===== config.mk =====
export PLATFORM = sky130hd
export DESIGN_NAME = cart_loader_top
export DESIGN_NICKNAME = d
export VERILOG_FILES = /design/src/hdl/cart_loader_pkg.sv /design/src/hdl/cart_loader_top.sv /design/src/hdl/cmd_receiver.sv /design/src/hdl/loader_api.sv /design/src/hdl/mem_write_port.sv
export VERILOG_INCLUDE_DIRS = /design/src /design/src/hdl
export SDC_FILE = /design/constraint.sdc
export NUM_CORES = 1
export LEC_CHECK = 0
export BUFFER_PORTS_ARGS = -buffer_cell sky130_fd_sc_hd__clkbuf_2
export CAP_MARGIN = 10
export CORE_AREA = 2 2 262 264
export DETAILED_ROUTE_END_ITERATION = 6
export DIE_AREA = 0 0 264 266
export REMOVE_ABC_BUFFERS = 1
export SKIP_LAST_GASP = 1
export SYNTH_ARGS = -nofsm -noshare
export SYNTH_HDL_FRONTEND = slang
export SYNTH_SLANG_ARGS = --single-unit
export TNS_END_PERCENT = 5

===== constraint.sdc =====
create_clock -name clk -period 5.56 [get_ports clk]
set_input_delay 0.834 -clock clk [delete_from_list [all_inputs] [get_ports clk]]
set_output_delay 0.834 -clock clk [all_outputs]
set_load 0.03 [all_outputs]

===== src/hdl/cart_loader_macros.svh =====
`ifndef CART_LOADER_MACROS_SVH
`define CART_LOADER_MACROS_SVH

// memory side widths, in 16-bit words.
`define CL_ADDR_BITS 21
`define CL_DATA_BITS 16

// the command queue depth doubles as the host credit count after reset.
`define CL_CMD_DEPTH 4

`define CL_WR_DEPTH 4       // entries in each memory write queue.

// each memory grants this many outstanding writes after reset.
`define CL_MEM_CREDITS 2

`endif


===== src/hdl/cart_loader_pkg.sv =====
`include "cart_loader_macros.svh"

package cart_loader_pkg;

    typedef logic [`CL_ADDR_BITS-1:0] cl_addr_t;
    typedef logic [`CL_DATA_BITS-1:0] cl_data_t;
    typedef logic [31:0]              cl_arg_t;

    // command codes as sent by the host on the command channel.
    typedef enum logic [5:0] {
        write_prg = 6'd1,
        write_chr = 6'd2,
        set_load  = 6'd3
    } cl_cmd_e;

    typedef enum logic [1:0] {
        status_ok     = 2'd1,
        status_reject = 2'd2
    } cl_status_e;

    typedef struct packed {
        cl_cmd_e cmd;
        cl_arg_t arg;       // upper half is the address, lower half the data for writes.
    } cl_req_t;

    typedef struct packed {
        cl_status_e status;
        cl_arg_t    arg;
    } cl_resp_t;

    typedef struct packed {
        cl_addr_t addr;
        cl_data_t data;
    } mem_write_t;

endpackage


===== src/hdl/cart_loader_top.sv =====
`timescale 1ns/1ps

module cart_loader_top
    import cart_loader_pkg::*;
(
    input  logic       clk,
    input  logic       rst_n,
    input  logic       req_valid,
    input  cl_req_t    req,
    output logic       req_credit,
    output logic       resp_valid,
    output cl_resp_t   resp,
    output logic       prg_mem_valid,
    output mem_write_t prg_mem_wr,
    input  logic       prg_mem_credit,
    output logic       chr_mem_valid,
    output mem_write_t chr_mem_wr,
    input  logic       chr_mem_credit,
    output logic       write_active
);
    logic       cmd_valid;
    cl_req_t    cmd;
    logic       cmd_pop;
    logic       prg_wr_valid;
    mem_write_t prg_wr;
    logic       prg_wr_ready;
    logic       chr_wr_valid;
    mem_write_t chr_wr;
    logic       chr_wr_ready;

    cmd_receiver receiver (
        .clk        (clk),
        .rst_n      (rst_n),
        .req_valid  (req_valid),
        .req        (req),
        .req_credit (req_credit),
        .cmd_valid  (cmd_valid),
        .cmd        (cmd),
        .cmd_pop    (cmd_pop)
    );

    loader_api api (
        .clk          (clk),
        .rst_n        (rst_n),
        .cmd_valid    (cmd_valid),
        .cmd          (cmd),
        .cmd_pop      (cmd_pop),
        .resp_valid   (resp_valid),
        .resp         (resp),
        .prg_wr_valid (prg_wr_valid),
        .prg_wr       (prg_wr),
        .prg_wr_ready (prg_wr_ready),
        .chr_wr_valid (chr_wr_valid),
        .chr_wr       (chr_wr),
        .chr_wr_ready (chr_wr_ready),
        .write_active (write_active)
    );

    mem_write_port prg_port (
        .clk        (clk),
        .rst_n      (rst_n),
        .wr_valid   (prg_wr_valid),
        .wr         (prg_wr),
        .wr_ready   (prg_wr_ready),
        .mem_valid  (prg_mem_valid),
        .mem_wr     (prg_mem_wr),
        .mem_credit (prg_mem_credit)
    );

    mem_write_port chr_port (
        .clk        (clk),
        .rst_n      (rst_n),
        .wr_valid   (chr_wr_valid),
        .wr         (chr_wr),
        .wr_ready   (chr_wr_ready),
        .mem_valid  (chr_mem_valid),
        .mem_wr     (chr_mem_wr),
        .mem_credit (chr_mem_credit)
    );

endmodule


===== src/hdl/cmd_receiver.sv =====
`timescale 1ns/1ps
`include "cart_loader_macros.svh"

module cmd_receiver
    import cart_loader_pkg::*;
(
    input  logic    clk,
    input  logic    rst_n,
    input  logic    req_valid,
    input  cl_req_t req,
    output logic    req_credit,
    output logic    cmd_valid,
    output cl_req_t cmd,
    input  logic    cmd_pop
);
    localparam int DEPTH = `CL_CMD_DEPTH;
    localparam int PTR_W = $clog2(DEPTH);
    localparam int CNT_W = $clog2(DEPTH + 1);

    cl_req_t          queue [DEPTH];
    logic [PTR_W-1:0] wr_ptr;
    logic [PTR_W-1:0] rd_ptr;
    logic [CNT_W-1:0] count;

    assign cmd_valid = (count != '0);
    assign cmd       = queue[rd_ptr];

    always_ff @(posedge clk) begin
        if (req_valid) begin
            queue[wr_ptr] <= req;
        end
    end

    always_ff @(posedge clk) begin
        if (!rst_n) begin
            wr_ptr     <= '0;
            rd_ptr     <= '0;
            count      <= '0;
            req_credit <= 1'b0;
        end else begin
            req_credit <= cmd_pop;      // one credit back per consumed command.
            if (req_valid) begin
                wr_ptr <= (wr_ptr == PTR_W'(DEPTH - 1)) ? '0 : wr_ptr + 1'b1;
            end
            if (cmd_pop) begin
                rd_ptr <= (rd_ptr == PTR_W'(DEPTH - 1)) ? '0 : rd_ptr + 1'b1;
            end
            case ({req_valid, cmd_pop})
                2'b10:   count <= count + 1'b1;
                2'b01:   count <= count - 1'b1;
                default: count <= count;
            endcase
        end
    end

    // the host only sends while it holds a credit, so the queue never overflows.
    a_no_push_full: assert property (@(posedge clk) disable iff (!rst_n)
        req_valid |-> (count != CNT_W'(DEPTH)))
        else $error("cmd_receiver: host pushed into a full command queue");

    a_no_pop_empty: assert property (@(posedge clk) disable iff (!rst_n)
        cmd_pop |-> cmd_valid)
        else $error("cmd_receiver: pop from an empty command queue");

endmodule


===== src/hdl/loader_api.sv =====
`timescale 1ns/1ps

module loader_api
    import cart_loader_pkg::*;
(
    input  logic       clk,
    input  logic       rst_n,
    input  logic       cmd_valid,
    input  cl_req_t    cmd,
    output logic       cmd_pop,
    output logic       resp_valid,
    output cl_resp_t   resp,
    output logic       prg_wr_valid,
    output mem_write_t prg_wr,
    input  logic       prg_wr_ready,
    output logic       chr_wr_valid,
    output mem_write_t chr_wr,
    input  logic       chr_wr_ready,
    output logic       write_active
);
    logic       load_mode;
    logic       prg_sel;
    logic       chr_sel;
    logic       can_pop;
    cl_status_e status_next;
    mem_write_t wr_word;

    // both memories take the same word layout from the argument.
    assign wr_word.addr = cl_addr_t'(cmd.arg[31:16]);
    assign wr_word.data = cmd.arg[15:0];

    always_comb begin
        prg_sel     = 1'b0;
        chr_sel     = 1'b0;
        can_pop     = 1'b1;
        status_next = status_reject;
        case (cmd.cmd)
            write_prg: begin
                if (load_mode) begin
                    prg_sel     = 1'b1;
                    can_pop     = prg_wr_ready;     // stall until the port has room.
                    status_next = status_ok;
                end
            end
            write_chr: begin
                if (load_mode) begin
                    chr_sel     = 1'b1;
                    can_pop     = chr_wr_ready;
                    status_next = status_ok;
                end
            end
            set_load: begin
                status_next = status_ok;
            end
            default: begin
                status_next = status_reject;
            end
        endcase
    end

    assign cmd_pop      = cmd_valid && can_pop;
    assign prg_wr_valid = cmd_valid && prg_sel;
    assign chr_wr_valid = cmd_valid && chr_sel;
    assign prg_wr       = wr_word;
    assign chr_wr       = wr_word;
    assign write_active = load_mode;

    always_ff @(posedge clk) begin
        if (!rst_n) begin
            resp_valid <= 1'b0;
            load_mode  <= 1'b1;     // loading starts enabled out of reset.
        end else begin
            resp_valid <= cmd_pop;
            if (cmd_pop && (cmd.cmd == set_load)) begin
                load_mode <= cmd.arg[0];
            end
        end
    end

    always_ff @(posedge clk) begin
        if (cmd_pop) begin
            resp.status <= status_next;
            resp.arg    <= '0;
        end
    end

    // a write the port cannot take yet stays on offer unchanged until it is taken.
    a_prg_stall_holds: assert property (@(posedge clk) disable iff (!rst_n)
        (prg_wr_valid && !prg_wr_ready) |=> (prg_wr_valid && $stable(prg_wr)))
        else $error("loader_api: stalled PRG write was dropped or changed");

    a_chr_stall_holds: assert property (@(posedge clk) disable iff (!rst_n)
        (chr_wr_valid && !chr_wr_ready) |=> (chr_wr_valid && $stable(chr_wr)))
        else $error("loader_api: stalled CHR write was dropped or changed");

endmodule


===== src/hdl/mem_write_port.sv =====
`timescale 1ns/1ps
`include "cart_loader_macros.svh"

module mem_write_port
    import cart_loader_pkg::*;
(
    input  logic       clk,
    input  logic       rst_n,
    input  logic       wr_valid,
    input  mem_write_t wr,
    output logic       wr_ready,
    output logic       mem_valid,
    output mem_write_t mem_wr,
    input  logic       mem_credit
);
    localparam int DEPTH       = `CL_WR_DEPTH;
    localparam int PTR_W       = $clog2(DEPTH);
    localparam int CNT_W       = $clog2(DEPTH + 1);
    localparam int MAX_CREDITS = `CL_MEM_CREDITS;
    localparam int CRD_W       = $clog2(MAX_CREDITS + 1);

    mem_write_t       queue [DEPTH];
    logic [PTR_W-1:0] wr_ptr;
    logic [PTR_W-1:0] rd_ptr;
    logic [CNT_W-1:0] count;
    logic [CRD_W-1:0] credits;
    logic             push;

    assign wr_ready  = (count != CNT_W'(DEPTH));
    assign push      = wr_valid && wr_ready;
    // the head leaves as soon as the memory has granted room for it.
    assign mem_valid = (count != '0) && (credits != '0);
    assign mem_wr    = queue[rd_ptr];

    always_ff @(posedge clk) begin
        if (push) begin
            queue[wr_ptr] <= wr;
        end
    end

    always_ff @(posedge clk) begin
        if (!rst_n) begin
            wr_ptr  <= '0;
            rd_ptr  <= '0;
            count   <= '0;
            credits <= CRD_W'(MAX_CREDITS);
        end else begin
            if (push) begin
                wr_ptr <= (wr_ptr == PTR_W'(DEPTH - 1)) ? '0 : wr_ptr + 1'b1;
            end
            if (mem_valid) begin
                rd_ptr <= (rd_ptr == PTR_W'(DEPTH - 1)) ? '0 : rd_ptr + 1'b1;
            end
            case ({push, mem_valid})
                2'b10:   count <= count + 1'b1;
                2'b01:   count <= count - 1'b1;
                default: count <= count;
            endcase
            // a returned credit and an issue in the same cycle cancel out.
            case ({mem_valid, mem_credit})
                2'b10:   credits <= credits - 1'b1;
                2'b01:   credits <= credits + 1'b1;
                default: credits <= credits;
            endcase
        end
    end

    // the memory never hands back more credits than it granted.
    a_credit_max: assert property (@(posedge clk) disable iff (!rst_n)
        credits <= CRD_W'(MAX_CREDITS))
        else $error("mem_write_port: memory returned too many credits");

endmodule


# Word-level counts from Yosys, hierarchy flattened
# Memories as Yosys holds them, arrays and structs flattened. A register that Yosys moved wholly into a read port is not among the register bits.
# Index checks and enable logic that the tools add are counted.
# Widths: inputs -> output; s select.
dict set report classes {
  n_addsub 16
  n_mul 0
  div_mod_pow 0
  order_cmp 0
  n_eq_ne 21
  shifts 0
  muxes 31
  bitwise 0
  n_reduce_logical 19
}
# op count
set ops {}
lappend ops {{$mux 2} 13}
lappend ops {{$eq 2x2->1 const B} 11}
lappend ops {{$pmux 3 s2} 3}
lappend ops {{$add 2x1->2 const B} 8}
lappend ops {{$reduce_bool 2->1} 7}
lappend ops {{$eq 6x2->1 const B} 2}
lappend ops {{$pmux 2 s2} 3}
lappend ops {{$mux 1} 11}
lappend ops {{$eq 2x1->1 const B} 5}
lappend ops {{$add 3x1->3 const B} 3}
lappend ops {{$reduce_bool 3->1} 3}
lappend ops {{$sub 3x1->3 const B} 3}
lappend ops {{$logic_and 1x1->1} 8}
lappend ops {{$eq 6x1->1 const B} 1}
lappend ops {{$ne 3x3->1 const B} 2}
lappend ops {{$sub 2x1->2 const B} 2}
lappend ops {{$pmux 1 s2} 1}
lappend ops {{$reduce_or 2->1} 1}
dict set report totals {
  register_bits 29
  latchBits 0
  mem_bits_rw 408
  rom_bits 0
  in_bits 43
  output_inout_bits 113
  word_cells 104
  memories 3
}
# name depth word_bits rd rd_clocked_by_memory_dff write_ports line
set mem_list {}
lappend mem_list {receiver.queue 4 38 1 1 1 cmd_receiver.sv:20} ;# cl_req_t queue [DEPTH];
lappend mem_list {chr_port.queue 4 32 1 1 1 mem_write_port.sv:22} ;# mem_write_t queue [DEPTH];
lappend mem_list {prg_port.queue 4 32 1 1 1 mem_write_port.sv:22}

# Longest topological paths before layout
dict set report logic_depth {
  word_depth 6
  ltp_mapped 12
}

# Hierarchy
# A second synthesis with hierarchy kept.
dict set report unflattened {
  cells_unflattened 877
  area_unflattened_um2 18803.0
}
# mod n_inst cells_each area_per_inst_um2 seq_area_each_um2
set by_module_without_submodules {}
lappend by_module_without_submodules {mem_write_port 2 253 5901.9 4664.5}
lappend by_module_without_submodules {cmd_receiver 1 242 5973.2 4764.6}
lappend by_module_without_submodules {loader_api 1 129 1026.0 100.1}

# Worst setup path before layout
# Ideal clock, no wire load.
dict set report synth_timing {
  kind {reg2reg}
  startpoint {reg (tool-made name)}
  endpoint {reg receiver.count[2]}
  arrival_time_ps 2931
  required_time_ps 5490
  path_slack_ps 2559
  path_stages_with_launch 12
  n_path_buf 1
  path_cell_list {dfxtp_1 buf_6 mux4_2 nor2b_4 a32o_2 a21oi_4 ha_1 inv_1 fa_1 xor2_1 or3_1 a21oi_1}
}
# item line
set synth_lines {}
lappend synth_lines {{end signal, assigned} cmd_receiver.sv:49} ;# 2'b10: count <= count + 1'b1;
lappend synth_lines {{end signal, assigned} cmd_receiver.sv:50} ;# 2'b01: count <= count - 1'b1;
lappend synth_lines {{end signal, assigned} cmd_receiver.sv:51} ;# default: count <= count;
lappend synth_lines {{end, declared} cmd_receiver.sv:23} ;# logic [CNT_W-1:0] count;

==> results.md <==
* List of most frequent post-synthesis cells: sky130_fd_sc_hd__edfxtp_1 (410), sky130_fd_sc_hd__mux4_2 (98), sky130_fd_sc_hd__buf_4 (43)
* Layout Area Growth over Synthesis at 17.18%
* Share of the synthesized area in the top cell type at 73.52%
* Post-DP Area at 18180 um^2
* Depth of the CTS H-tree at 2
* Number of buffers between clock root and the deepest sink at 3
* Share of layout cells above drive strength 1 at 31.54%
* Highest fanout seen on the critical path at 38
* Crit start category: flip-flop
* Via count at 7562
* Global-route usage over all layers at 9.956%
* CTS tree: done
* Via density at 4.125
* Number of placement rows at 96
* Clock buffer count from CTS at 45
* Wire length reported by the detailed router at 35440 um
* Clock Root Buffer: sky130_fd_sc_hd__clkbuf_16
* Total half-perimeter wirelength after legalization and detailed placement at 22530 um
* Number of nets still failing antenna checks after routing at 0
* Power density normalized to cell area at 480.5 nW/um^2
* Post-Route Skew at 24.58 ps
* Drc violations at 0
* Final Setup Violations at 0
* Sum of negative setup slack at 0 ps
* Maximum number of pins on one net before global-route repair at 39
* Cells along the critical path: mux4_2, nor2b_4, a32o_2, a21oi_4, ha_1, inv_1, fa_1, xor2_1, or3_1, a21oi_1
* DRT Pass-1 Iters at 5
* Count of input and output buffers at 113
* Number of enable flip-flop cells after synthesis at 410
* Number of placed instances, taps included at 1750
* Netlist area before placement at 16750 um^2
* Antenna violations before repair at 13
* Setup repair after global routing missed its margin: false
* Final instance count without filler cells at 1833
* Setup fix buffers added after clock tree synthesis at 0
* Class of the most critical setup path: flip-flop to flip-flop
* Leading cell type by number of instances after synthesis: sky130_fd_sc_hd__edfxtp_1
* Dominant register cell in the synthesized netlist: sky130_fd_sc_hd__edfxtp_1
* Worst-skew pair later-pin latency at 550 ps
* Count of warnings emitted by yosys at 0
* DIE AREA at 70220 um^2
* Reg clk slew, reported paths at 60 ps
* Slowest cell delay on critical path at 1070 ps
* First-iteration detailed-routing DRC count at 503
* Final GP Congestion at 0.6716
* Outcome: complete, no violations
* TritonCTS sink count at 443
* Leading post-synthesis cells by cell area: sky130_fd_sc_hd__edfxtp_1 (74%), sky130_fd_sc_hd__mux4_2 (13%), sky130_fd_sc_hd__dfxtp_1 (3.9%)
* Vias in the first global route at 7775
* Worst rel slew slack at 22.48%
* Filler cell count at 6628
* Width of the die at 264 um
* Min cycle time layout at 3725 ps
* Master of the slowest instance on the critical path: sky130_fd_sc_hd__dfxtp_2
* Pleak at 0.006324 uW
* Average cell area after synthesis at 21.50 um^2
* Slew at the pin closest to its max-slew limit at 1163 ps
* Area of the core at 67750 um^2
* Post-synth cell types at 35
* Hold buffers post-CTS at 0
* Starting density of the core at 24.72%
* Post-route design area at 19620 um^2
* Leading area contributor after synthesis: sky130_fd_sc_hd__edfxtp_1
* Endpoint kind of the worst setup timing path: flip-flop
* Hold WC Path Type: flip-flop to flip-flop
* Max-cap violation count at 0
* Count of cells resized by post-cts repair at 0
* First-pass GRT wire length at 51980 um
* Ports placed on the boundary at 156
* Average wire per standard cell at 19.33 um
* Hold Fails Final Rpt at 0
* Worst supply voltage drop on vdd at 0.0002382 V
* Number of synthesized register bits at 443
* Net count of the finished layout at 981
* Ratio of final minimum period to clock period at 66.99%
* Total count of max-transition violations in the final report at 0
* Highest achievable clock rate at 268.5 MHz
* Die extent in y at 266 um
* GRT Residual Overflow at 0
* Hold slack at 473.8 ps
* Arrival time at the worst endpoint at 4200 ps
* Sequential element share of the synthesized area at 77.47%
* Number of instances in the synthesized netlist at 779
* Data required time of the worst path at 6030 ps
* FFs w/ async S/R, synth at 0%
[metal layers]
layer  global-route usage (%)  up-vias  routed length [um]
met1                    13.19     3963               15620
met5                        0        -                 137
met2                    16.10      167               16860
met4                    2.242       20                 604
met3                    2.994       72                2220
li1                         -     3340                   -
[cell usage in the layout, fill, tap and decap left out, types with 5 or more instances in the layout]
cell / n
sky130_fd_sc_hd__dfxtp_1: 27
sky130_fd_sc_hd__inv_1: 23
sky130_fd_sc_hd__clkbuf_16: 47
sky130_fd_sc_hd__clkinv_1: 8
sky130_fd_sc_hd__ha_1: 20
sky130_fd_sc_hd__mux4_2: 98
sky130_fd_sc_hd__clkbuf_2: 113
sky130_fd_sc_hd__clkbuf_1: 9
sky130_fd_sc_hd__conb_1: 42
sky130_fd_sc_hd__nand2_1: 12
sky130_fd_sc_hd__nand3_1: 5
sky130_fd_sc_hd__clkinv_2: 6
sky130_fd_sc_hd__dfxtp_2: 5
sky130_fd_sc_hd__or3_1: 6
sky130_fd_sc_hd__o21ai_0: 10
sky130_fd_sc_hd__nor2_1: 21
sky130_fd_sc_hd__a21oi_1: 17
sky130_fd_sc_hd__xor2_1: 10
sky130_fd_sc_hd__and3_2: 8
sky130_fd_sc_hd__edfxtp_1: 410
[registers in the layout, summed over array words and instances (netlist names), 3 cells and up, named ones only]
| signal | flops |
|---|---|
| prg_port.queue | 128 |
| receiver.queue | 152 |
| prg_port.count | 3 |
| receiver.count | 3 |
| chr_port.count | 3 |
| chr_port.queue | 128 |
[where the power goes]
part	switching, uW	leakage [uW]	internal, uW
Clock	1210	0.000696	1730
Combinational	1410	0.00164	827
Sequential	223	0.00399	4030
[kinds of logic (layout without fill, tap and decap cells)]
group / count (synthesis) / after routing / synth area share, %
buf+inv: 91 / 219 / 3.123
flops: 443 / 443 / 77.47
simple gates: 76 / 76 / 2.406
other cells: 1 / 45 / 0.02239
mux: 101 / 101 / 13.36
xor+xnor: 10 / 10 / 0.5230
compound gates: 34 / 34 / 1.248
fa+ha+maj: 23 / 23 / 1.853
[through the flow]
step | setup WS, ps | util, % | power (uW)
floorplan | 1289 | - | 5862
global placement | 1869 | 26.84 | 6563
detailed placement | 1827 | 26.84 | 6630
CTS | 1789 | 28.96 | 9572
global route | 1614 | 28.96 | 9872
finish | 1835 | 28.97 | 9430
[critical path, delay by kind of cell (launching register included)]
kind / cells / cell delay (ps)
adder cells (fa/ha/maj): 2 / 670
AND/OR/NAND/NOR: 2 / 490
AO/OA/AOI/OAI: 3 / 680
flip-flops: 1 / 1070
multiplexers: 1 / 490
buffers and inverters: 1 / 70
XOR/XNOR: 1 / 160
[cell type report]
class / instances / area, um^2 / share of cell area (%)
Antenna cell: 3 / 7.507 / 0.03826
Clock buffer: 56 / 1210 / 6.166
Clock inverter: 24 / 226.5 / 1.154
Inverter: 23 / 86.33 / 0.4399
Multi-Input combinational cell: 286 / 3420 / 17.43
Sequential cell: 443 / 12980 / 66.16
Tap cell: 882 / 1104 / 5.624
Timing Repair Buffer: 116 / 588.1 / 2.997
[path summary, 6_finish.rpt]
| kind | cells past startpoint | slack (ps) | start | to |
|---|---|---|---|---|
| max | 10 | 1840 | flip-flop | receiver.count[2]$_SDFFE_PN0P_ |
| min | 2 | 470 | chr_port.rd_ptr[1]$_SDFFE_PN0P_ | flip-flop |
| min reg2reg | 2 | 470 | chr_port.rd_ptr[1]$_SDFFE_PN0P_ | flip-flop |
| max reg2reg | 10 | 1840 | flip-flop | receiver.count[2]$_SDFFE_PN0P_ |
Note: power is estimated with default switching activity, not from simulation.
